===== src/common/tiny_core_pkg.sv =====
// Shared sizes and encodings; all bus accesses are full 32-bit words, data space is 16-bit bytes
package tiny_core_pkg;

    // ------------------------------
    // Datapath and address widths
    // ------------------------------

    // Accumulator, instruction and bus data width
    localparam int XLEN = 32;

    // Width of the immediate/address field of an instruction
    localparam int IMM_W = 16;

    // Byte address width on both buses, same as the immediate field
    localparam int ADDR_W = IMM_W;

    // ------------------------------
    // Instruction fields
    // ------------------------------

    // Opcode sits in the top nibble
    localparam int OP_MSB = 31;
    localparam int OP_LSB = 28;

    // Opcodes; codes 8 to 15 run as NOP
    typedef enum logic [3:0] {
        OP_NOP  = 4'h0,
        OP_LDI  = 4'h1,
        OP_LD   = 4'h2,
        OP_ST   = 4'h3,
        OP_ADD  = 4'h4,
        OP_SUB  = 4'h5,
        OP_BNZ  = 4'h6,
        OP_HALT = 4'h7
    } op_e;

    // ------------------------------
    // Memory
    // ------------------------------

    // Word RAM, instructions and data share it
    localparam int RAM_WORDS = 1024;
    localparam int RAM_AW    = 10;

    // Lowest byte address bit that selects a word
    // Word index is addr[RAM_AW+WORD_LSB-1:WORD_LSB], i.e. bits 11:2
    localparam int WORD_LSB = 2;

    // Byte step between instructions
    localparam logic [ADDR_W-1:0] INSTR_STEP = 16'd4;

    // First fetch address after reset
    localparam logic [ADDR_W-1:0] RESET_PC = 16'h0000;

    // ------------------------------
    // Peripheral address map
    // ------------------------------

    // Everything at or above this is peripheral space, reads give zero
    localparam logic [ADDR_W-1:0] PERIPH_BASE = 16'hF000;

    // Writes emit the low byte as a character
    localparam logic [ADDR_W-1:0] STDOUT_ADDR = 16'hF000;

    // Writes end the program with a 32-bit code
    localparam logic [ADDR_W-1:0] EXIT_ADDR = 16'hF004;

endpackage


===== src/common/obi_if.sv =====
// Plain OBI-style bundles without byte enables, errors or user fields; grant may be combinational
`timescale 1ns/1ps

// ------------------------------
// Read/write data bus
// ------------------------------
interface obi_if;
    logic                             req;
    logic                             gnt;
    logic [tiny_core_pkg::ADDR_W-1:0] addr;
    logic                             we;
    logic [tiny_core_pkg::XLEN-1:0]   wdata;
    logic                             rvalid;
    logic [tiny_core_pkg::XLEN-1:0]   rdata;

    // Bus initiator, holds req/addr/wdata until gnt
    modport manager (
        output req, addr, we, wdata,
        input  gnt, rvalid, rdata
    );

    // Bus target, one rvalid per granted request
    modport subordinate (
        input  req, addr, we, wdata,
        output gnt, rvalid, rdata
    );
endinterface



===== src/design/data_bus_split.sv =====
// Data-side address decoder; peripheral writes outside stdout/exit are ignored, reads there give zero
`timescale 1ns/1ps

module data_bus_split (
    input  logic        clk_i,
    input  logic        rst_i,
    obi_if.subordinate  core_bus,
    obi_if.manager      ram_bus,
    output logic        stdout_valid_o,
    output logic [7:0]  stdout_char_o,
    output logic        exit_valid_o,
    output logic [31:0] exit_code_o
);

    logic is_periph;
    logic periph_acc;

    // Source of the outstanding response, set at grant
    logic resp_periph_q;
    logic periph_rvalid_q;

    // Peripheral write pulses and their payload
    logic        stdout_q;
    logic        exit_q;
    logic [7:0]  char_q;
    logic [31:0] code_q;

    assign is_periph  = (core_bus.addr >= tiny_core_pkg::PERIPH_BASE);
    assign periph_acc = core_bus.req & is_periph;

    // ------------------------------
    // RAM path, passes straight through
    // ------------------------------
    assign ram_bus.req   = core_bus.req & ~is_periph;
    assign ram_bus.addr  = core_bus.addr;
    assign ram_bus.we    = core_bus.we;
    assign ram_bus.wdata = core_bus.wdata;

    // Peripherals grant at once
    assign core_bus.gnt    = is_periph ? core_bus.req : ram_bus.gnt;
    assign core_bus.rvalid = periph_rvalid_q | ram_bus.rvalid;
    assign core_bus.rdata  = resp_periph_q ? '0 : ram_bus.rdata;

    always_ff @(posedge clk_i) begin
        if (rst_i) begin
            resp_periph_q   <= 1'b0;
            periph_rvalid_q <= 1'b0;
            stdout_q        <= 1'b0;
            exit_q          <= 1'b0;
        end else begin
            if (core_bus.req && core_bus.gnt) begin
                resp_periph_q <= is_periph;
            end
            periph_rvalid_q <= periph_acc;
            // Pulses line up with the peripheral rvalid
            stdout_q <= periph_acc & core_bus.we & (core_bus.addr == tiny_core_pkg::STDOUT_ADDR);
            exit_q   <= periph_acc & core_bus.we & (core_bus.addr == tiny_core_pkg::EXIT_ADDR);
        end
    end

    // Write data captured with the access
    always_ff @(posedge clk_i) begin
        if (periph_acc && core_bus.we) begin
            char_q <= core_bus.wdata[7:0];
            code_q <= core_bus.wdata;
        end
    end

    assign stdout_valid_o = stdout_q;
    assign stdout_char_o  = char_q;
    assign exit_valid_o   = exit_q;
    assign exit_code_o    = code_q;

endmodule


===== src/flat_wrapper.sv =====
// flat-port wrapper written by rule: the top's interface ports become plain ports
module data_bus_split_flat 
  (clk_i, rst_i, stdout_valid_o, stdout_char_o, exit_valid_o, exit_code_o, core_bus_req, core_bus_addr, core_bus_we, core_bus_wdata, core_bus_gnt, core_bus_rvalid, core_bus_rdata, ram_bus_req, ram_bus_addr, ram_bus_we, ram_bus_wdata, ram_bus_gnt, ram_bus_rvalid, ram_bus_rdata);
  obi_if core_bus_i ();
  obi_if ram_bus_i ();
  input  logic clk_i;
  input  logic rst_i;
  output logic stdout_valid_o;
  output logic [7:0] stdout_char_o;
  output logic exit_valid_o;
  output logic [31:0] exit_code_o;
  input wire logic [$bits(core_bus_i.req)-1:0] core_bus_req;
  input wire logic [$bits(core_bus_i.addr)-1:0] core_bus_addr;
  input wire logic [$bits(core_bus_i.we)-1:0] core_bus_we;
  input wire logic [$bits(core_bus_i.wdata)-1:0] core_bus_wdata;
  output wire logic [$bits(core_bus_i.gnt)-1:0] core_bus_gnt;
  output wire logic [$bits(core_bus_i.rvalid)-1:0] core_bus_rvalid;
  output wire logic [$bits(core_bus_i.rdata)-1:0] core_bus_rdata;
  output wire logic [$bits(ram_bus_i.req)-1:0] ram_bus_req;
  output wire logic [$bits(ram_bus_i.addr)-1:0] ram_bus_addr;
  output wire logic [$bits(ram_bus_i.we)-1:0] ram_bus_we;
  output wire logic [$bits(ram_bus_i.wdata)-1:0] ram_bus_wdata;
  input wire logic [$bits(ram_bus_i.gnt)-1:0] ram_bus_gnt;
  input wire logic [$bits(ram_bus_i.rvalid)-1:0] ram_bus_rvalid;
  input wire logic [$bits(ram_bus_i.rdata)-1:0] ram_bus_rdata;
  assign core_bus_i.req = core_bus_req;
  assign core_bus_i.addr = core_bus_addr;
  assign core_bus_i.we = core_bus_we;
  assign core_bus_i.wdata = core_bus_wdata;
  assign core_bus_gnt = core_bus_i.gnt;
  assign core_bus_rvalid = core_bus_i.rvalid;
  assign core_bus_rdata = core_bus_i.rdata;
  assign ram_bus_req = ram_bus_i.req;
  assign ram_bus_addr = ram_bus_i.addr;
  assign ram_bus_we = ram_bus_i.we;
  assign ram_bus_wdata = ram_bus_i.wdata;
  assign ram_bus_i.gnt = ram_bus_gnt;
  assign ram_bus_i.rvalid = ram_bus_rvalid;
  assign ram_bus_i.rdata = ram_bus_rdata;
  data_bus_split u_core (.clk_i(clk_i), .rst_i(rst_i), .core_bus(core_bus_i), .ram_bus(ram_bus_i), .stdout_valid_o(stdout_valid_o), .stdout_char_o(stdout_char_o), .exit_valid_o(exit_valid_o), .exit_code_o(exit_code_o));
endmodule

===== config.mk =====
export PLATFORM = sky130hd
export DESIGN_NAME = data_bus_split_flat
export DESIGN_NICKNAME = d
export VERILOG_FILES = /design/src/common/tiny_core_pkg.sv /design/src/common/obi_if.sv /design/src/design/data_bus_split.sv /design/src/flat_wrapper.sv
export SDC_FILE = /design/constraint.sdc
export NUM_CORES = 1
export LEC_CHECK = 0
export ABC_AREA = 0
export ABC_CLOCK_PERIOD_IN_PS = 3200
export BUFFER_PORTS_ARGS = -buffer_cell sky130_fd_sc_hd__clkbuf_2
export CAP_MARGIN = 0
export CELL_PAD_IN_SITES_DETAIL_PLACEMENT = 1
export CELL_PAD_IN_SITES_GLOBAL_PLACEMENT = 1
export CORE_ASPECT_RATIO = 1.5
export CORE_MARGIN = 8
export CORE_UTILIZATION = 22
export DETAILED_ROUTE_END_ITERATION = 10
export GPL_ROUTABILITY_DRIVEN = 0
export PLACE_DENSITY = 0.79
export SYNTH_ARGS = -nofsm -noshare
export SYNTH_HDL_FRONTEND = slang
export SYNTH_SLANG_ARGS = --single-unit

===== constraint.sdc =====
create_clock -name clk_i -period 3.2 [get_ports clk_i]
set_input_delay 0.16 -clock clk_i [delete_from_list [all_inputs] [get_ports clk_i]]
set_output_delay 0.16 -clock clk_i [all_outputs]
set_load 0.1 [all_outputs]

# After elaboration in Yosys (flattened, before gate mapping)
# Index checks and enable logic that the tools add are counted.
# Widths: inputs -> output; s select.
dict set report word_totals {
  regBits 44
  inputBits 86
  out_inout_bits 126
  elab_cells 20
}
dict set report op_classes {
  n_lt_le_gt_ge 1
  eq_ne 2
  muxes 2
  n_bitwise 7
  reduce_logical 2
}
# op n
set ops {}
lappend ops {{$eq 16x16->1 const B} 2}
lappend ops {{$mux 32} 1}
lappend ops {{$ge 16x16->1 const B} 1}
lappend ops {{$and 1x1->1} 5}
lappend ops {{$logic_and 1x1->1} 2}
lappend ops {{$mux 1} 1}
lappend ops {{$not 1->1} 1}
lappend ops {{$or 1x1->1} 1}

# Depth between registers and ports, before layout
dict set report depth {
  ltp_word 4
  ltp_mapped 4
  mapped_depth_nobuf 3
}

# Worst setup path after synthesis
# No wires, ideal clock.
dict set report synth_timing {
  path_type {input-to-reg}
  from {input port core_bus_addr[13]}
  to {register u_core.code_q[0] (netlist: u_core.exit_code_o[0]), enable pin}
  setup_ns 0.421
  arrival_time_ns 1.993
  t_required_ns 2.779
  setup_slack_ns 0.785
  cell_stages 4
  n_path_buf 1
  path_cell_list {nand4_1 or2_1 buf_6 nor2_1}
}
dict set report synth_via {
  elab_chain_len 3
}
# item line_no
set synth_rtl {}
lappend synth_rtl {{from (decl)} flat_wrapper.sv:13} ;# input wire logic [$bits(core_bus_i.addr)-1:0] core_bus_addr;
lappend synth_rtl {{$ge 16x16->1} data_bus_split.sv:28} ;# assign is_periph = (core_bus.addr >= tiny_core_pkg::PERIPH_BASE);
lappend synth_rtl {{$and 1x1->1} data_bus_split.sv:29} ;# assign periph_acc = core_bus.req & is_periph;
lappend synth_rtl {{$logic_and 1x1->1} data_bus_split.sv:63} ;# if (periph_acc && core_bus.we) begin
lappend synth_rtl {{to (signal assigned)} data_bus_split.sv:65} ;# code_q <= core_bus.wdata;
lappend synth_rtl {{to (decl)} data_bus_split.sv:26} ;# logic [31:0] code_q;
# No other way between the ends.
# A chain may end at the register's enable or synchronous reset.

# Final worst setup path
dict set report layout_timing {
  from {register u_core.resp_periph_q}
  to {output port core_bus_rdata[9]}
}
dict set report layout_via {
  elab_chain_len 1
}
# item line_no
set layout_rtl {}
lappend layout_rtl {{from (decl)} data_bus_split.sv:19} ;# logic resp_periph_q;
lappend layout_rtl {{from (signal assigned)} data_bus_split.sv:52} ;# resp_periph_q <= is_periph;
lappend layout_rtl {{$mux 32} data_bus_split.sv:42} ;# assign core_bus.rdata = resp_periph_q ? '0 : ram_bus.rdata;
lappend layout_rtl {{to (decl)} flat_wrapper.sv:18} ;# output wire logic [$bits(core_bus_i.rdata)-1:0] core_bus_rdata;
# No other way between the ends.

==> out/qor.yml <==
power:
  power.total_w: 0.00168
  p_leak_nw: 1.41
  ir_drop_mv: 0.225
  powerDensity_nw_per_um2: 617
detailed_routing:
  ant_nets: 0
  drcViolationCount: 0
  dr_total_vias: 1618
  dr.pass1.iters: 2
  initialDrtViolationCount: 16
  routed_wirelength_mm: 6.47
  wl_per_cell_um: 15.7
  via_per_inst: 3.93
finish:
  final_util_pct: 34.0
  drive_gt1_share_pct: 73.0
  syn_to_final_growth_pct: 50.3
  fin_cells: 412
  fin_nets: 392
  diodes: 0
synthesis:
  synth_most_common_cell: "buf_4"
  syn_area_um2: 1810
  synth_ff_type: "edfxtp_1"
  synth_top_area_share_pct: 53.0
  synth.distinct_cells: 18
  synthTopCellsByCount: "57 x buf_4, 32 x edfxtp_1, 32 x nor2b_1"
  yosysWarnings: 0
  synth_edf_count: 32
  synthTopCellsByArea: "edfxtp_1 53%, buf_4 24%, nor2b_1 11%"
  syn-num-nets: 235
  syn_avg_cell_area_um2: 12.2
  postSynth.asyncResetShare_pct: 0
  synth_cells: 149
  synth_seq_cells: 36
  ys_seq_area_share_pct: 57.5
  yosysTopAreaCell: "edfxtp_1"
sta:
  max_freq_ghz: 0.506
  hold_slack_ns: 0.0759
  relSlewSlack_pct: 32.2
  finalClockSkew_ns: 0
  finalSetupViolCount: 0
  min_period_over_period_pct: 61.8
  fin_crit_ns: 1.98
  setup_tns_ns: 0
  worstMarginPinSlew_ns: 1.02
  finalHoldViolations: 0
  slew_viol_final: 0
  grt_setup_unrepaired: "false"
cts:
  numCtsBuffers: 5
  clk_pin_slew_ns: 0.05
  cts_tree: "done"
  htreeDepth: 2
  post_cts_buffers: 0
  insertion_delay_ns: 0.27
  cts_buffer_depth: 2
  root_buffer: "clkbuf_16"
  ctsResizeCount: 0
  cts.sinks: 36
  holdBufCountCts: 0
job:
  cap_violations: 0
die:
  initial_core_util_pct: 22.6
  coreArea_um2: 8010
  dieHeight_um: 127
  die_area_um2: 11500
  num_rows: 40
  die_x_um: 90.1
  io_pins: 212
critical_path:
  worstPathMaxFanout: 33
  path_cells: "nor2b_1 -> clkbuf_2"
  critPathKind: "reg2out"
  crit_path_end_kind: "output port"
  cp-start-kind: "register"
  cp_data_arrival_time_ns: 1.82
  critPathMaxStageDelay_ns: 0.98
  cp_top_family: "flip-flops"
  critical_path_buf_inv_count: 1
  cp_data_required_time_ns: 3.04
  cp_slowest_cell: "dfxtp_1"
global_route:
  grt_pass1_vias: 1854
  overflow: 0
  antenna_found_initial: 1
  grt_usage_pct: 11.1
  grt_pass1_wl_mm: 9.98
  grt_max_degree: 34
worst_hold_path:
  min_path_type: "in2reg"
place:
  place_inst: 404
  dp_hpwl_mm: 5.88
  portBuffers: 211
outcome:
  status: "complete, no violations"
==> final timing paths <==
kind	startpoint	end	slack, ns	cells after the start
worst min register to register	u_core.resp_periph_q$_SDFFE_PP0P_	u_core.resp_periph_q$_SDFFE_PP0P_	0.90	2
worst max register to register	u_core.resp_periph_q$_SDFFE_PP0P_	u_core.resp_periph_q$_SDFFE_PP0P_	1.88	2
worst min-delay path	rst_i	u_core.resp_periph_q$_SDFFE_PP0P_	0.08	2
worst max-delay path	u_core.resp_periph_q$_SDFFE_PP0P_	core_bus_rdata[9]	1.22	2
==> routing by layer <==
layer  wire [µm]  global-route usage [%]  vias to the layer above  share of wire, %
li1            -                       -                      749                 -
met1        2050                    9.46                      732                32
met2        3440                    20.3                      128                53
met3         876                    6.92                        7                14
met4          90                    3.84                        2               1.4
met5          13                       0                        -              0.20
==> power breakdown <==
group / switching, W / internal (W)
Clock: 0.000171 / 0.000365
Combinational: 0.000536 / 0.0000887
Sequential: 0.00000321 / 0.000517
Total: 0.000710 / 0.000971
==> worst register-to-register path, delay by kind of cell, from the launching register on <==
| family | cells | cell delay [ns] |
|---|---|---|
| compound gates | 1 | 0.17 |
| flops | 1 | 0.98 |
| simple gates | 1 | 0.11 |
==> final cells by class <==
type,count,area (µm²)
fillers,990,5280
repair buffers,211,1060
flip-flops and latches,36,1040
multi-input cells,50,320
well taps,105,131
clock buffers,5,125
clock inverters,3,42.5
inverters,2,7.51
==> kinds of logic (layout without fill, tap and decap cells) <==
kind of cell    Yosys count  count (layout)  synth area share [%]
buf+inv                  63             221                  25.3
simple gates             49              49                  17.0
flops                    36              36                  57.5
compound gates            1               1                 0.276
==> flip-flops by register name, summed over array words and instances (netlist names) <==
register / count
u_core.exit_code_o: 32
u_core.exit_valid_o: 1
u_core.periph_rvalid_q: 1
u_core.resp_periph_q: 1
u_core.stdout_valid_o: 1
==> metrics by stage <==
step / instance area [µm²] / worst slack (ns)
after CTS: 2720 / 1.18
after global placement: 2560 / 1.35
after global routing: 2720 / 1.01
after detailed placement: 2560 / 1.30
after floorplan: 1810 / 0.785
final: 2720 / 1.22
==> layout by cell type (no fill, tap or decap), types with 2 or more instances in the layout <==
master / instances
inv_1: 2
nor2b_1: 32
edfxtp_1: 32
nor4_1: 3
clkbuf_2: 211
nand2_1: 5
clkbuf_16: 5
dfxtp_1: 4
No activity file was read; power rests on OpenSTA's default activity.
