<file path="src/common/tiny_core_pkg.sv">
// Shared sizes and encodings; all bus accesses are full 32-bit words, data space is 16-bit bytes
package tiny_core_pkg;

    // ------------------------------
    // Datapath and address widths
    // ------------------------------

    // Accumulator, instruction and bus data width
    localparam int XLEN = 32;

    // Width of the immediate/address field of an instruction
    localparam int IMM_W = 16;

    // Byte address width on both buses, same as the immediate field
    localparam int ADDR_W = IMM_W;

    // ------------------------------
    // Instruction fields
    // ------------------------------

    // Opcode sits in the top nibble
    localparam int OP_MSB = 31;
    localparam int OP_LSB = 28;

    // Opcodes; codes 8 to 15 run as NOP
    typedef enum logic [3:0] {
        OP_NOP  = 4'h0,
        OP_LDI  = 4'h1,
        OP_LD   = 4'h2,
        OP_ST   = 4'h3,
        OP_ADD  = 4'h4,
        OP_SUB  = 4'h5,
        OP_BNZ  = 4'h6,
        OP_HALT = 4'h7
    } op_e;

    // ------------------------------
    // Memory
    // ------------------------------

    // Word RAM, instructions and data share it
    localparam int RAM_WORDS = 1024;
    localparam int RAM_AW    = 10;

    // Lowest byte address bit that selects a word
    // Word index is addr[RAM_AW+WORD_LSB-1:WORD_LSB], i.e. bits 11:2
    localparam int WORD_LSB = 2;

    // Byte step between instructions
    localparam logic [ADDR_W-1:0] INSTR_STEP = 16'd4;

    // First fetch address after reset
    localparam logic [ADDR_W-1:0] RESET_PC = 16'h0000;

    // ------------------------------
    // Peripheral address map
    // ------------------------------

    // Everything at or above this is peripheral space, reads give zero
    localparam logic [ADDR_W-1:0] PERIPH_BASE = 16'hF000;

    // Writes emit the low byte as a character
    localparam logic [ADDR_W-1:0] STDOUT_ADDR = 16'hF000;

    // Writes end the program with a 32-bit code
    localparam logic [ADDR_W-1:0] EXIT_ADDR = 16'hF004;

endpackage

</file>
<file path="src/common/instr_stream_if.sv">
// Fetch-to-execute stream; redirect is a single-cycle pulse that overrides any buffered instruction
`timescale 1ns/1ps

interface instr_stream_if;
    // Forward path, transfer when valid and ready are both high
    logic                             valid;
    logic                             ready;
    logic [tiny_core_pkg::XLEN-1:0]   instr;
    logic [tiny_core_pkg::ADDR_W-1:0] pc;

    // Backward path, taken branch target
    logic                             redir_valid;
    logic [tiny_core_pkg::ADDR_W-1:0] redir_pc;

    // Fetch side
    modport producer (
        output valid, instr, pc,
        input  ready, redir_valid, redir_pc
    );

    // Execute side
    modport consumer (
        input  valid, instr, pc,
        output ready, redir_valid, redir_pc
    );
endinterface

</file>
<file path="src/common/obi_if.sv">


// ------------------------------
// Read-only instruction bus
// ------------------------------
interface obi_rd_if;
    logic                             req;
    logic                             gnt;
    logic [tiny_core_pkg::ADDR_W-1:0] addr;
    logic                             rvalid;
    logic [tiny_core_pkg::XLEN-1:0]   rdata;

    modport manager (output req, addr, input gnt, rvalid, rdata);
    modport subordinate (input req, addr, output gnt, rvalid, rdata);
endinterface

</file>
<file path="src/design/core/fetch_unit.sv">
// Sequential fetcher with one outstanding read; relies on a RAM that answers one cycle after gnt
`timescale 1ns/1ps

module fetch_unit (
    input  logic             clk_i,
    input  logic             rst_i,
    input  logic             fetch_en_i,
    obi_rd_if.manager        ibus,
    instr_stream_if.producer istream
);

    // Next fetch address and address of the fetch in flight
    logic [tiny_core_pkg::ADDR_W-1:0] pc_q;
    logic [tiny_core_pkg::ADDR_W-1:0] req_pc_q;

    // Outstanding read, and whether its data is to be thrown away
    logic inflight_q;
    logic stale_q;

    // One-entry instruction buffer
    logic                             buf_valid_q;
    logic [tiny_core_pkg::XLEN-1:0]   buf_instr_q;
    logic [tiny_core_pkg::ADDR_W-1:0] buf_pc_q;

    logic take;
    logic issue;
    logic resp_keep;

    // Execute accepts the buffered word this cycle
    assign take = buf_valid_q & istream.ready;

    // ------------------------------
    // Request side
    // ------------------------------
    // Only issue if the buffer will be free when the data returns
    assign ibus.req  = fetch_en_i & ~inflight_q & (~buf_valid_q | take);
    assign ibus.addr = pc_q;
    assign issue     = ibus.req & ibus.gnt;

    // Response is kept unless it belongs to the old path
    assign resp_keep = ibus.rvalid & ~stale_q & ~istream.redir_valid;

    assign istream.valid = buf_valid_q;
    assign istream.instr = buf_instr_q;
    assign istream.pc    = buf_pc_q;

    always_ff @(posedge clk_i) begin
        if (rst_i) begin
            pc_q        <= tiny_core_pkg::RESET_PC;
            inflight_q  <= 1'b0;
            stale_q     <= 1'b0;
            buf_valid_q <= 1'b0;
        end else begin
            // Redirect wins over the sequential step
            if (istream.redir_valid) begin
                pc_q <= istream.redir_pc;
            end else if (issue) begin
                pc_q <= pc_q + tiny_core_pkg::INSTR_STEP;
            end

            if (issue) begin
                inflight_q <= 1'b1;
            end else if (ibus.rvalid) begin
                inflight_q <= 1'b0;
            end

            // Any read still due after a redirect is from the old path
            if (istream.redir_valid) begin
                stale_q <= issue | (inflight_q & ~ibus.rvalid);
            end else if (ibus.rvalid) begin
                stale_q <= 1'b0;
            end

            if (istream.redir_valid) begin
                buf_valid_q <= 1'b0;
            end else if (resp_keep) begin
                buf_valid_q <= 1'b1;
            end else if (take) begin
                buf_valid_q <= 1'b0;
            end
        end
    end

    // Payload, follows the control above
    always_ff @(posedge clk_i) begin
        if (issue) begin
            req_pc_q <= pc_q;
        end
        if (resp_keep) begin
            buf_instr_q <= ibus.rdata;
            buf_pc_q    <= req_pc_q;
        end
    end

endmodule

</file>
<file path="src/flat_wrapper.sv">
// flat-port wrapper written by rule: the top's interface ports become plain ports
module fetch_unit_flat 
  (clk_i, rst_i, fetch_en_i, ibus_req, ibus_addr, ibus_gnt, ibus_rvalid, ibus_rdata, istream_valid, istream_instr, istream_pc, istream_ready, istream_redir_valid, istream_redir_pc);
  obi_rd_if ibus_i ();
  instr_stream_if istream_i ();
  input  logic clk_i;
  input  logic rst_i;
  input  logic fetch_en_i;
  output wire logic [$bits(ibus_i.req)-1:0] ibus_req;
  output wire logic [$bits(ibus_i.addr)-1:0] ibus_addr;
  input wire logic [$bits(ibus_i.gnt)-1:0] ibus_gnt;
  input wire logic [$bits(ibus_i.rvalid)-1:0] ibus_rvalid;
  input wire logic [$bits(ibus_i.rdata)-1:0] ibus_rdata;
  output wire logic [$bits(istream_i.valid)-1:0] istream_valid;
  output wire logic [$bits(istream_i.instr)-1:0] istream_instr;
  output wire logic [$bits(istream_i.pc)-1:0] istream_pc;
  input wire logic [$bits(istream_i.ready)-1:0] istream_ready;
  input wire logic [$bits(istream_i.redir_valid)-1:0] istream_redir_valid;
  input wire logic [$bits(istream_i.redir_pc)-1:0] istream_redir_pc;
  assign ibus_req = ibus_i.req;
  assign ibus_addr = ibus_i.addr;
  assign ibus_i.gnt = ibus_gnt;
  assign ibus_i.rvalid = ibus_rvalid;
  assign ibus_i.rdata = ibus_rdata;
  assign istream_valid = istream_i.valid;
  assign istream_instr = istream_i.instr;
  assign istream_pc = istream_i.pc;
  assign istream_i.ready = istream_ready;
  assign istream_i.redir_valid = istream_redir_valid;
  assign istream_i.redir_pc = istream_redir_pc;
  fetch_unit u_core (.clk_i(clk_i), .rst_i(rst_i), .fetch_en_i(fetch_en_i), .ibus(ibus_i), .istream(istream_i));
endmodule
</file>
<file path="config.mk">
export PLATFORM = sky130hd
export DESIGN_NAME = fetch_unit_flat
export DESIGN_NICKNAME = d
export VERILOG_FILES = /design/src/common/tiny_core_pkg.sv /design/src/common/instr_stream_if.sv /design/src/common/obi_if.sv /design/src/design/core/fetch_unit.sv /design/src/flat_wrapper.sv
export SDC_FILE = /design/constraint.sdc
export NUM_CORES = 1
export LEC_CHECK = 0
export ABC_AREA = 1
export BUFFER_PORTS_ARGS = -buffer_cell sky130_fd_sc_hd__buf_4
export CORE_MARGIN = 2
export CORE_UTILIZATION = 52
export DETAILED_ROUTE_END_ITERATION = 16
export HOLD_SLACK_MARGIN = 0.03
export PLACE_DENSITY = 0.84
export SETUP_SLACK_MARGIN = 0.05
export SLEW_MARGIN = 0
export SYNTH_ARGS = -nofsm -noshare
export SYNTH_HDL_FRONTEND = slang
export SYNTH_SLANG_ARGS = --single-unit
export TNS_END_PERCENT = 100
</file>
<file path="constraint.sdc">
create_clock -name clk_i -period 12.55 [get_ports clk_i]
set_input_delay 0 -clock clk_i [delete_from_list [all_inputs] [get_ports clk_i]]
set_output_delay 0 -clock clk_i [all_outputs]
set_load 0.02 [all_outputs]
</file>
; ---- Word-level counts from Yosys, hierarchy flattened
; Cells that the tools add are included.
[totals]
reg_bits = 83
input_bits = 55
wordCells = 34
output_inout_bits = 66
[classes]
bitwise = 14
n_reduce_logical = 5
n_addsub = 1
n_mux = 7
[ops]
columns = cell, count
row1 = 16-bit two-way mux, 2
row2 = "16-bit by 3-bit adder with 16-bit output, second input constant", 1
row3 = 2-bit nonzero test, 4
row4 = 1-bit bitwise AND, 7
row5 = 1-bit two-way mux, 5
row6 = 1-bit inverter, 5
row7 = 1-bit OR, 2
row8 = 2-bit OR reduction, 1

; ---- Depth between registers and ports, before layout
; Gate-level depths: netlist of the first run.
[depth]
word_depth = 6
depth_mapped = 9
mapped_depth_nobuf = 9

; ---- Worst setup path before layout of the first run
; No wires, ideal clock.
[synth_timing]
kind = flip-flop to flip-flop
startpoint = reg u_core.stale_q
endpoint = reg u_core.buf_instr_q (netlist bit u_core.istream.instr[0]), enable pin
t_arrival_ps = 3652
path_buffers = 0
required_ps = 12035
path_slack_ps = 8383
setup_time_ps = 515
synth_period_minus_slack_ps = 4167
path_stages_with_launch = 2
cell_sequence = dfxtp_1 nor3_1
[synth_between]
elab_chain_len = 3
[synth_lines]
columns = item, line_no
row1 = "start, declared", fetch_unit.sv:18  ; logic stale_q;
row2 = "start signal, assigned", fetch_unit.sv:69  ; stale_q <= issue | (inflight_q & ~ibus.rvalid);
row3 = 1-bit inverter, fetch_unit.sv:41  ; assign resp_keep = ibus.rvalid & ~stale_q & ~istream.redir_valid;
row4 = 1-bit bitwise AND (2 in series), fetch_unit.sv:41
row5 = via u_core.resp_keep, fetch_unit.sv:27  ; logic resp_keep;
row6 = "end signal, assigned", fetch_unit.sv:90  ; buf_instr_q <= ibus.rdata;
row7 = "end, declared", fetch_unit.sv:22  ; logic [tiny_core_pkg::XLEN-1:0] buf_instr_q;
; The timed path passes the listed nets, and every way through them passes these cells.
; A chain may end at the register's enable or synchronous reset.

; ---- Worst setup path after layout of the first run
[layout_timing]
startpoint = reg u_core.pc_q (netlist bit u_core.ibus.addr[4])
endpoint = reg u_core.pc_q (netlist bit u_core.ibus.addr[9])
[layout_between]
elab_chain_len = 3
[layout_lines]
columns = item, line_no
row1 = "start, declared", fetch_unit.sv:13  ; logic [tiny_core_pkg::ADDR_W-1:0] pc_q;
row2 = "start signal, assigned", fetch_unit.sv:49  ; pc_q <= tiny_core_pkg::RESET_PC;
row3 = "start signal, assigned", fetch_unit.sv:56  ; pc_q <= istream.redir_pc;
row4 = "start signal, assigned", fetch_unit.sv:58  ; pc_q <= pc_q + tiny_core_pkg::INSTR_STEP;
row5 = 16-bit by 3-bit adder with 16-bit output, fetch_unit.sv:58
row6 = 16-bit two-way mux, fetch_unit.sv:57  ; end else if (issue) begin
row7 = 16-bit two-way mux, fetch_unit.sv:55  ; if (istream.redir_valid) begin
; No other way between the ends. The select of a mux whose other input is x is not followed.

==> flow_summary.ini, run 1 <==
[status]
status = finished clean

[final_layout]
stdcell_area_sq_mm = 0.004755
nets = 474
multiInputGateArea_sq_um = 681.9
num_antenna_cells = 0
area_growth_pct = 52.37
drive_gt1_frac = 0.3673
seqCellArea_sq_mm = 0.002302
fillers = 320
final_cells = 497

[placed_design]
post_dp_cell_area_sq_mm = 0.004091
place_congestion = 0.8328
place_hpwl_um = 4650
io_buffers = 120
dp.cells = 434

[grt]
grt.total_usage = 0.2161
antenna_found_initial = 0
grt_pass1_vias = 2255
overflow = 0
grt_max_degree = 50
grt_pass1_wl_um = 10520

[sta]
max_slew_margin = 0.6067
setup_viol = 0
rsz0062_at_grt = false
setup_tns_ns = 0
period_needed_ns = 1.803
tightest_slew_ns = 0.5894
maxSlewViolCount = 0
fmax_mhz = 554.7
fin_crit_sh = 0.1437
final-hold-violation-count = 0
fin_skew_ns = 0.009351

[min_path]
min_path_type = in -> reg

[setup_path]
end_kind = flop
cp-start-kind = flop
cp.required_ns = 12.83
crit_fanout = 10
cp_cell_sequence = nand3_2, nor2_8, nand2_1, nand2_1, nand3_2, a21oi_2, dlygate4sd3_1
critPathMaxStageDelay_ns = 0.54
arrival_ns = 2.09
worstSetupPathType = reg -> reg
slowest_stage = dlygate4sd3_1

[clock_network]
h-tree-depth = 3
path_clk_slew_ns = 0.08
cts_root_buf = clkbuf_8
ctsHoldBuffers = 48
post_cts_resized = 0
clk_path_buf_depth = 2
cts.sinks = 83
cts_buffers = 9
cts_tree = yes
worstSkewPairLatency_ns = 0.34
postCtsSetupBuffers = 0

[logic_synthesis]
yosysTopAreaCellShare = 0.6159
synth_area_per_cell_sq_um = 12.84
yosysSeqAreaShare = 0.7378
syn_inst = 243
ys.warnings.count = 0
syn_nets = 299
synth_area_leader_cell = edfxtp_1
synth_area_leaders = edfxtp_1 (62%), dfxtp_1 (12%), nand2_1 (6.0%), inv_1 (2.9%), nand3_1 (1.9%)
synth_area_sq_mm = 0.003120
ys_types = 29
synth_seq_cells = 83

[flow_run]
maxCapViolations = 0

[floorplanning]
chipWidth_um = 81.47
fp-row-count = 28
die_h_um = 81.47
io_pins = 121
dieArea_sq_mm = 0.006637
core_area_sq_mm = 0.005851
start_util = 0.5334

[power]
powerDensity_mw_per_mm2 = 120.8
p_leak_nw = 2.018
peakVddDrop_mv = 0.07198
total_power_mw = 0.5743

[routing]
first_pass_iters = 4
drt_wl_total_um = 7058
drc = 0
drt.antenna.violating_nets = 0
drt-initial-drc-count = 98
avgViaCountPerCell = 4.795
vias = 2383
routedWlPerCell_um = 14.20
-- layout by cell type (no fill, tap or decap), types with 2 or more instances in the layout --
cell type	n
buf_4	121
edfxtp_1	64
nand2_1	50
dlygate4sd3_1	48
inv_1	24
dfxtp_1	19
nor2_1	16
nand3_1	12
a21oi_1	9
clkbuf_8	9
o21ai_0	7
nand3_2	6
o21ai_1	4
xor2_1	3
a31oi_1	3
nor2_2	2
nor2_4	2
nand4_1	2
inv_2	2
clkinv_1	2
a21oi_2	2
clkinv_2	2
clkinvlp_4	2
-- final cells by class --
cell class              count  share of cell area
clock buffers              10             0.02684
clock inverters             5             0.01158
inverters                  28             0.02211
multi-input cells         127              0.1434
flip-flops and latches     83              0.4842
well taps                  75             0.01974
repair buffers            169              0.2921
-- Yosys cell counts (all sizes together) --
library cell / instances
a21oi: 11
a31oi: 3
buf: 4
clkbuf: 1
clkinv: 2
dfxtp: 19
edfxtp: 64
ha: 1
inv: 26
nand2: 52
nand3: 19
nand4: 2
nor2: 21
nor3: 2
o211ai: 1
o21ai: 11
xnor2: 1
xor2: 3
-- stage by stage --
step	hold slack, ns	setup slack (ns)	utilization
2_1_floorplan	0.06941	8.383	-
3_3_place_gp	0.1784	11.15	0.6993
3_5_place_dp	0.1792	11.08	0.6993
4_1_cts	0.03227	10.76	0.8127
5_1_grt	0.05557	10.63	0.8127
6_report	0.05007	10.75	0.8127
-- critical path: cells and delay by family (launching register included) --
kind	cells	cell delay, ns
compound gates	1	0.14
buf+inv	1	0.54
flops	1	0.48
simple gates	5	0.59
-- metal layers --
layer / global-route usage / up-vias / routed length, um
met2: 0.3762 / 101 / 3620
met3: 0.05495 / 12 / 565
li1: - / 1177 / -
met5: 0 / - / 0
met4: 0.07797 / 0 / 88
met1: 0.2603 / 1093 / 2784
-- flip-flops by register name, indices dropped and copies added, names as in the netlist --
name and flops:
u_core.inflight_q 1, u_core.stale_q 1, u_core.istream.instr 32, u_core.istream.pc 16, u_core.req_pc_q 16, u_core.ibus.addr 16, u_core.istream.valid 1
-- kinds of logic after synthesis --
logic type / Yosys count / synth area share
flops: 83 / 0.7378
compound gates: 26 / 0.04771
simple gates: 96 / 0.1540
xor+xnor: 4 / 0.01123
fa+ha+maj: 1 / 0.004009
buf+inv: 33 / 0.04531
-- path summary, 6_finish.rpt --
check | startpoint | cells past startpoint | slack (ns) | endpoint
max | u_core.ibus.addr[4] | 7 | 10.75 | u_core.ibus.addr[9]
min | ibus_gnt | 3 | 0.05 | u_core.inflight_q
max reg2reg | u_core.ibus.addr[4] | 7 | 10.75 | u_core.ibus.addr[9]
min reg2reg | u_core.req_pc_q[13] | 0 | 0.42 | u_core.istream.pc[13]
-- where the power goes --
part           switching, mW  leakage (nW)  total (mW)  internal, mW
registers            0.00817         0.757       0.319         0.311
logic                 0.0379          1.17      0.0761        0.0382
clock network         0.0888        0.0881       0.179        0.0902
total                  0.135          2.02       0.574         0.440
(Power assumes the default switching activity.)
==> inputs of run 2 (changes only) <==
Settings changed: CORE_UTILIZATION 52 to 48, PLACE_DENSITY 0.84 to 0.79.
Clock period 12.55 ns to 1.8 ns, I/O delays scaled along.
==> flow_summary.ini, run 2 (synthesis gave the netlist of run 1 again) <==
[placed_design]
post_dp_cell_area_sq_mm = 0.004121
io_buffers = 120
place_congestion = 0.7739
dp_slack_ns = 0.3502
place_hpwl_um = 4783

[sta]
fin_skew_ns = 0.008606
tightest_slew_ns = 0.3288
maxSlewViolCount = 0
fin_crit_sh = 0.8362
setup_viol = 0
setup_ws_ns = 0.2948
rsz0062_at_grt = false
final-hold-violation-count = 0
period_needed_ns = 1.505
fmax_mhz = 664.4
max_slew_margin = 0.7803

[routing]
routedWlPerCell_um = 15.88
drt_wl_total_um = 7956
first_pass_iters = 6
vias = 2434
drc = 0
drt-initial-drc-count = 130
avgViaCountPerCell = 4.858
drt.antenna.violating_nets = 0

[setup_path]
crit_fanout = 7
end_kind = flop
cp.required_ns = 2.06
worstReg2RegStart = u_core.ibus.addr[2]
r2r_slack_ns = 0.29
r2r_cells = 7
arrival_ns = 1.77
cp-start-kind = flop
timing.rr.end = u_core.ibus.addr[12]
worstSetupPathType = reg -> reg

[final_layout]
stdcell_area_sq_mm = 0.004818
drive_gt1_frac = 0.3750
area_growth_pct = 54.41
final_cell_mix = buf_4 (121), edfxtp_1 (64), nand2_1 (50), dlygate4sd3_1 (48), inv_1 (24)
num_antenna_cells = 0
nets = 475
final_common_cell = buf_4
largest_reg_flops = 32

[floorplanning]
dieArea_sq_mm = 0.007162
chipWidth_um = 84.63
fp-row-count = 29
io_pins = 121
die_h_um = 84.63
core_area_sq_mm = 0.006314
start_util = 0.4943

[clock_network]
cts.sinks = 83
cts_buffers = 9
postCtsSetupBuffers = 0
path_clk_slew_ns = 0.08
cts_root_buf = clkbuf_8
cts_tree = yes
h-tree-depth = 3
worstSkewPairLatency_ns = 0.34
post_cts_resized = 0
clk_path_buf_depth = 2

[min_path]
min_from = istream_redir_pc[14]
whs_endpoint = u_core.ibus.addr[14]
min_path_cells = 5
min_path_type = in -> reg

[power]
peakVddDrop_mv = 0.5464
total_power_mw = 4.205
p_leak_nw = 2.053
powerDensity_mw_per_mm2 = 872.8

[grt]
grt.total_usage = 0.2288
grt_max_degree = 50
antenna_found_initial = 0
grt_pass1_vias = 2376
overflow = 0
grt_pass1_wl_um = 12450

[status]
status = finished clean

[flow_run]
maxCapViolations = 0
[run 2: changes by cell type in the layout (fill, tap and decap cells not counted)]
cell and delta:
clkinv_4 +2, bufinv_16 +1, nor3_2 -1, buf_12 +1, clkinvlp_4 -2, nor3_4 +1, clkinv_2 +1, dfxtp_1 -1
dfxtp_2 +1, clkbuf_1 -1
[run 2: worst max path at each step]
stage                   startpoint  slack [ns]                      end  depth (start not counted)
2_1_floorplan       u_core.stale_q        -0.1  u_core.istream.instr[0]                          1
3_3_place_gp   u_core.ibus.addr[2]        0.47     u_core.ibus.addr[12]                          7
3_5_place_dp   u_core.ibus.addr[2]        0.35     u_core.ibus.addr[12]                          7
4_1_cts        u_core.ibus.addr[2]        0.32     u_core.ibus.addr[12]                          7
5_1_grt        u_core.ibus.addr[2]        0.11     u_core.ibus.addr[12]                          7
6_report       u_core.ibus.addr[2]        0.29     u_core.ibus.addr[12]                          7
[run 2: repair_timing]
action,4_1_cts,5_1_grt
setup endpoints to repair,0,0
hold buffers,48,0
endpoints found under the hold margin,50,0
[run 2: cell type report]
class	count	area, sq um
Clock buffer	9	123.9
Clock inverter	7	92.59
Sequential cell	83	2303
Fill cell	404	1495
Timing Repair Buffer	170	1409
Tap cell	77	96.34
Multi-Input combinational cell	127	688.2
Inverter	28	105.1
[run 2: worst max-delay path: stages (launching register included)]
cell	delay, ns
dfxtp_1	0.45
ha_1	0.24
nand3_2	0.12
nor2_4	0.20
nand3_1	0.09
nand2_1	0.08
nand3_1	0.06
a21oi_1	0.19
[run 2: power by group]
| part | internal [mW] | switching, mW |
|---|---|---|
| Sequential | 2.17 | 0.0603 |
| Clock | 0.779 | 0.651 |
| Combinational | 0.273 | 0.275 |
| Total | 3.22 | 0.985 |
[run 2: metal layers]
metal  track usage  vias to the layer above  share of wire
li1              -                     1178              -
met1        0.2851                     1149           0.42
met2        0.3908                       96           0.50
met3       0.06096                       11          0.070
met4       0.07215                        0          0.013
met5             0                        -              0
[run 2: per-stage QoR]
| stage | TNS [ns] | hold WS, ns | std cells | utilization |
|---|---|---|---|---|
| 2_1_floorplan | -4.716 | 0.06941 | 243 | - |
| 3_3_place_gp | 0 | 0.1782 | 437 | 0.6528 |
| 3_5_place_dp | 0 | 0.1792 | 437 | 0.6528 |
| 4_1_cts | 0 | 0.03438 | 501 | 0.7632 |
| 5_1_grt | 0 | 0.05184 | 501 | 0.7632 |
| 6_report | 0 | 0.04729 | 501 | 0.7632 |
==> inputs of run 3 (changes only) <==
Clock period 1.8 ns to 1.45 ns, I/O delays scaled along.
==> flow_summary.ini, run 3 (synthesis gave the netlist of run 1 again) <==
[status]
status = finished clean

[grt]
grt_pass1_wl_um = 12190
antenna_found_initial = 0
overflow = 0
grt_max_degree = 50
grt.total_usage = 0.2225
grt_pass1_vias = 2345

[setup_path]
critPathMaxStageDelay_ns = 0.40
cp_cell_sequence = ha_4, nand3_2, nor2_4, nand3_1, nand2_1, nand3_1, a21oi_1
startpoint = u_core.ibus.addr[2]
end_kind = flop
arrival_ns = 1.58
cp-start-kind = flop
cp.required_ns = 1.72
crit_fanout = 7
worstSetupPathType = reg -> reg
worstReg2RegStart = u_core.ibus.addr[2]
r2r_slack_ns = 0.14
crit_top_cell = nand3_1
slowest_stage = dfxtp_4

[routing]
avgViaCountPerCell = 4.815
drt_wl_total_um = 7807
routedWlPerCell_um = 15.49
first_pass_iters = 4
vias = 2427
drt-initial-drc-count = 101
drc = 0
drt.antenna.violating_nets = 0

[power]
switchingPower_mw = 1.273
switching_share = 0.2568
p_leak_nw = 2.039
p_int_mw = 3.684
peakVddDrop_mv = 0.7533
total_power_mw = 4.957
combPwrFrac = 0.141
clkPwrFrac = 0.301
seq_power_share = 0.558
powerDensity_mw_per_mm2 = 1020

[final_layout]
final_cell_mix = buf_4 (121), edfxtp_1 (64), nand2_1 (50), dlygate4sd3_1 (49), inv_1 (24)
final_cells = 504
fillers = 377
seqCellArea_sq_mm = 0.002316
nets = 478
finish.utilization = 0.7695
multiInputGateArea_sq_um = 705.7
drive_gt1_frac = 0.3911
num_antenna_cells = 0
area_growth_pct = 55.69
largest_reg_flops = 32
final_common_cell = buf_4

[min_path]
min_path_type = in -> reg
min_from = istream_redir_valid

[sta]
fmax_mhz = 766.0
rsz0062_at_grt = false
period_needed_ns = 1.306
max_slew_margin = 0.8078
setup_viol = 0
fin_crit_sh = 0.9003
tightest_slew_ns = 0.2880
fin_skew_ns = 0.01086
maxSlewViolCount = 0
final-hold-violation-count = 0

[clock_network]
cts.sinks = 83
clk_path_buf_depth = 2
cts_root_buf = clkbuf_8
cts_tree = yes
h-tree-depth = 3
worstSkewPairLatency_ns = 0.34
path_clk_slew_ns = 0.08
cts_buffers = 9

[floorplanning]
fp-row-count = 29
start_util = 0.4943
chipWidth_um = 84.63
io_pins = 121
dieArea_sq_mm = 0.007162
die_h_um = 84.63
core_area_sq_mm = 0.006314

[flow_run]
maxCapViolations = 0

[placed_design]
place_hpwl_um = 4799
io_buffers = 120
place_congestion = 0.8365
dp.cells = 438
[run 3: cell count changes in the layout (fill, tap and decap cells not counted), sizes merged]
cell         before  now
inv              26   28
dlygate4sd3      48   49
bufinv            2    0
clkbuf            9   10
buf             122  124
clkinvlp          0    3
clkinv            7    3
[run 3: final timing paths]
check / to / depth (start not counted)
setup / recovery: u_core.ibus.addr[12] / 7
hold / removal: u_core.ibus.addr[6] / 3
setup reg to reg: u_core.ibus.addr[12] / 7
hold reg to reg: u_core.istream.pc[13] / 0
[run 3: what timing repair did]
action / 4_1_cts / 5_1_grt
hold buffers: 49 / 0
setup endpoints to repair: 0 / 7
setup buffers: 0 / 1
resized for setup: 0 / 9
endpoints found under the hold margin: 49 / 0
[run 3: area by class of cell]
type	count	area share
timing repair buffer	173	0.3003
clock inverter	6	0.01004
multi-input combinational	127	0.1452
clock buffer	10	0.02627
sequential	83	0.4767
tap	77	0.01983
inverter	28	0.02163
[run 3: power groups by stage]
stage	registers [mW]	clock network (mW)	logic, mW
floorplan	2.91	0	0.165
global placement	2.80	0	0.563
detailed placement	2.81	0	0.577
CTS	2.76	1.51	0.687
global route	2.78	1.62	0.749
finish	2.77	1.49	0.699
[run 3: critical path, delay by kind of cell (launching register included)]
kind / cells / cell delay (ns)
compound gates: 1 / 0.14
fa+ha+maj: 1 / 0.15
flops: 1 / 0.40
simple gates: 5 / 0.54
[run 3: layer usage]
metal,GRT usage,up-vias,part of all wire
li1,-,1182,-
met1,0.2766,1137,0.40
met2,0.3880,100,0.52
met3,0.04425,8,0.071
met4,0.07792,0,0.010
met5,0,-,0
[run 3: through the flow]
step	setup slack [ns]	setup TNS, ns	hold WS (ns)	cell area [sq um]
after floorplan	-0.4480	-21.84	0.06941	3136
after global placement	0.1866	0	0.1780	4144
after detailed placement	0.1406	0	0.1793	4144
after CTS	0.09974	0	0.03138	4811
after global routing	0.04140	0	0.07213	4858
final	0.1445	0	0.04807	4858
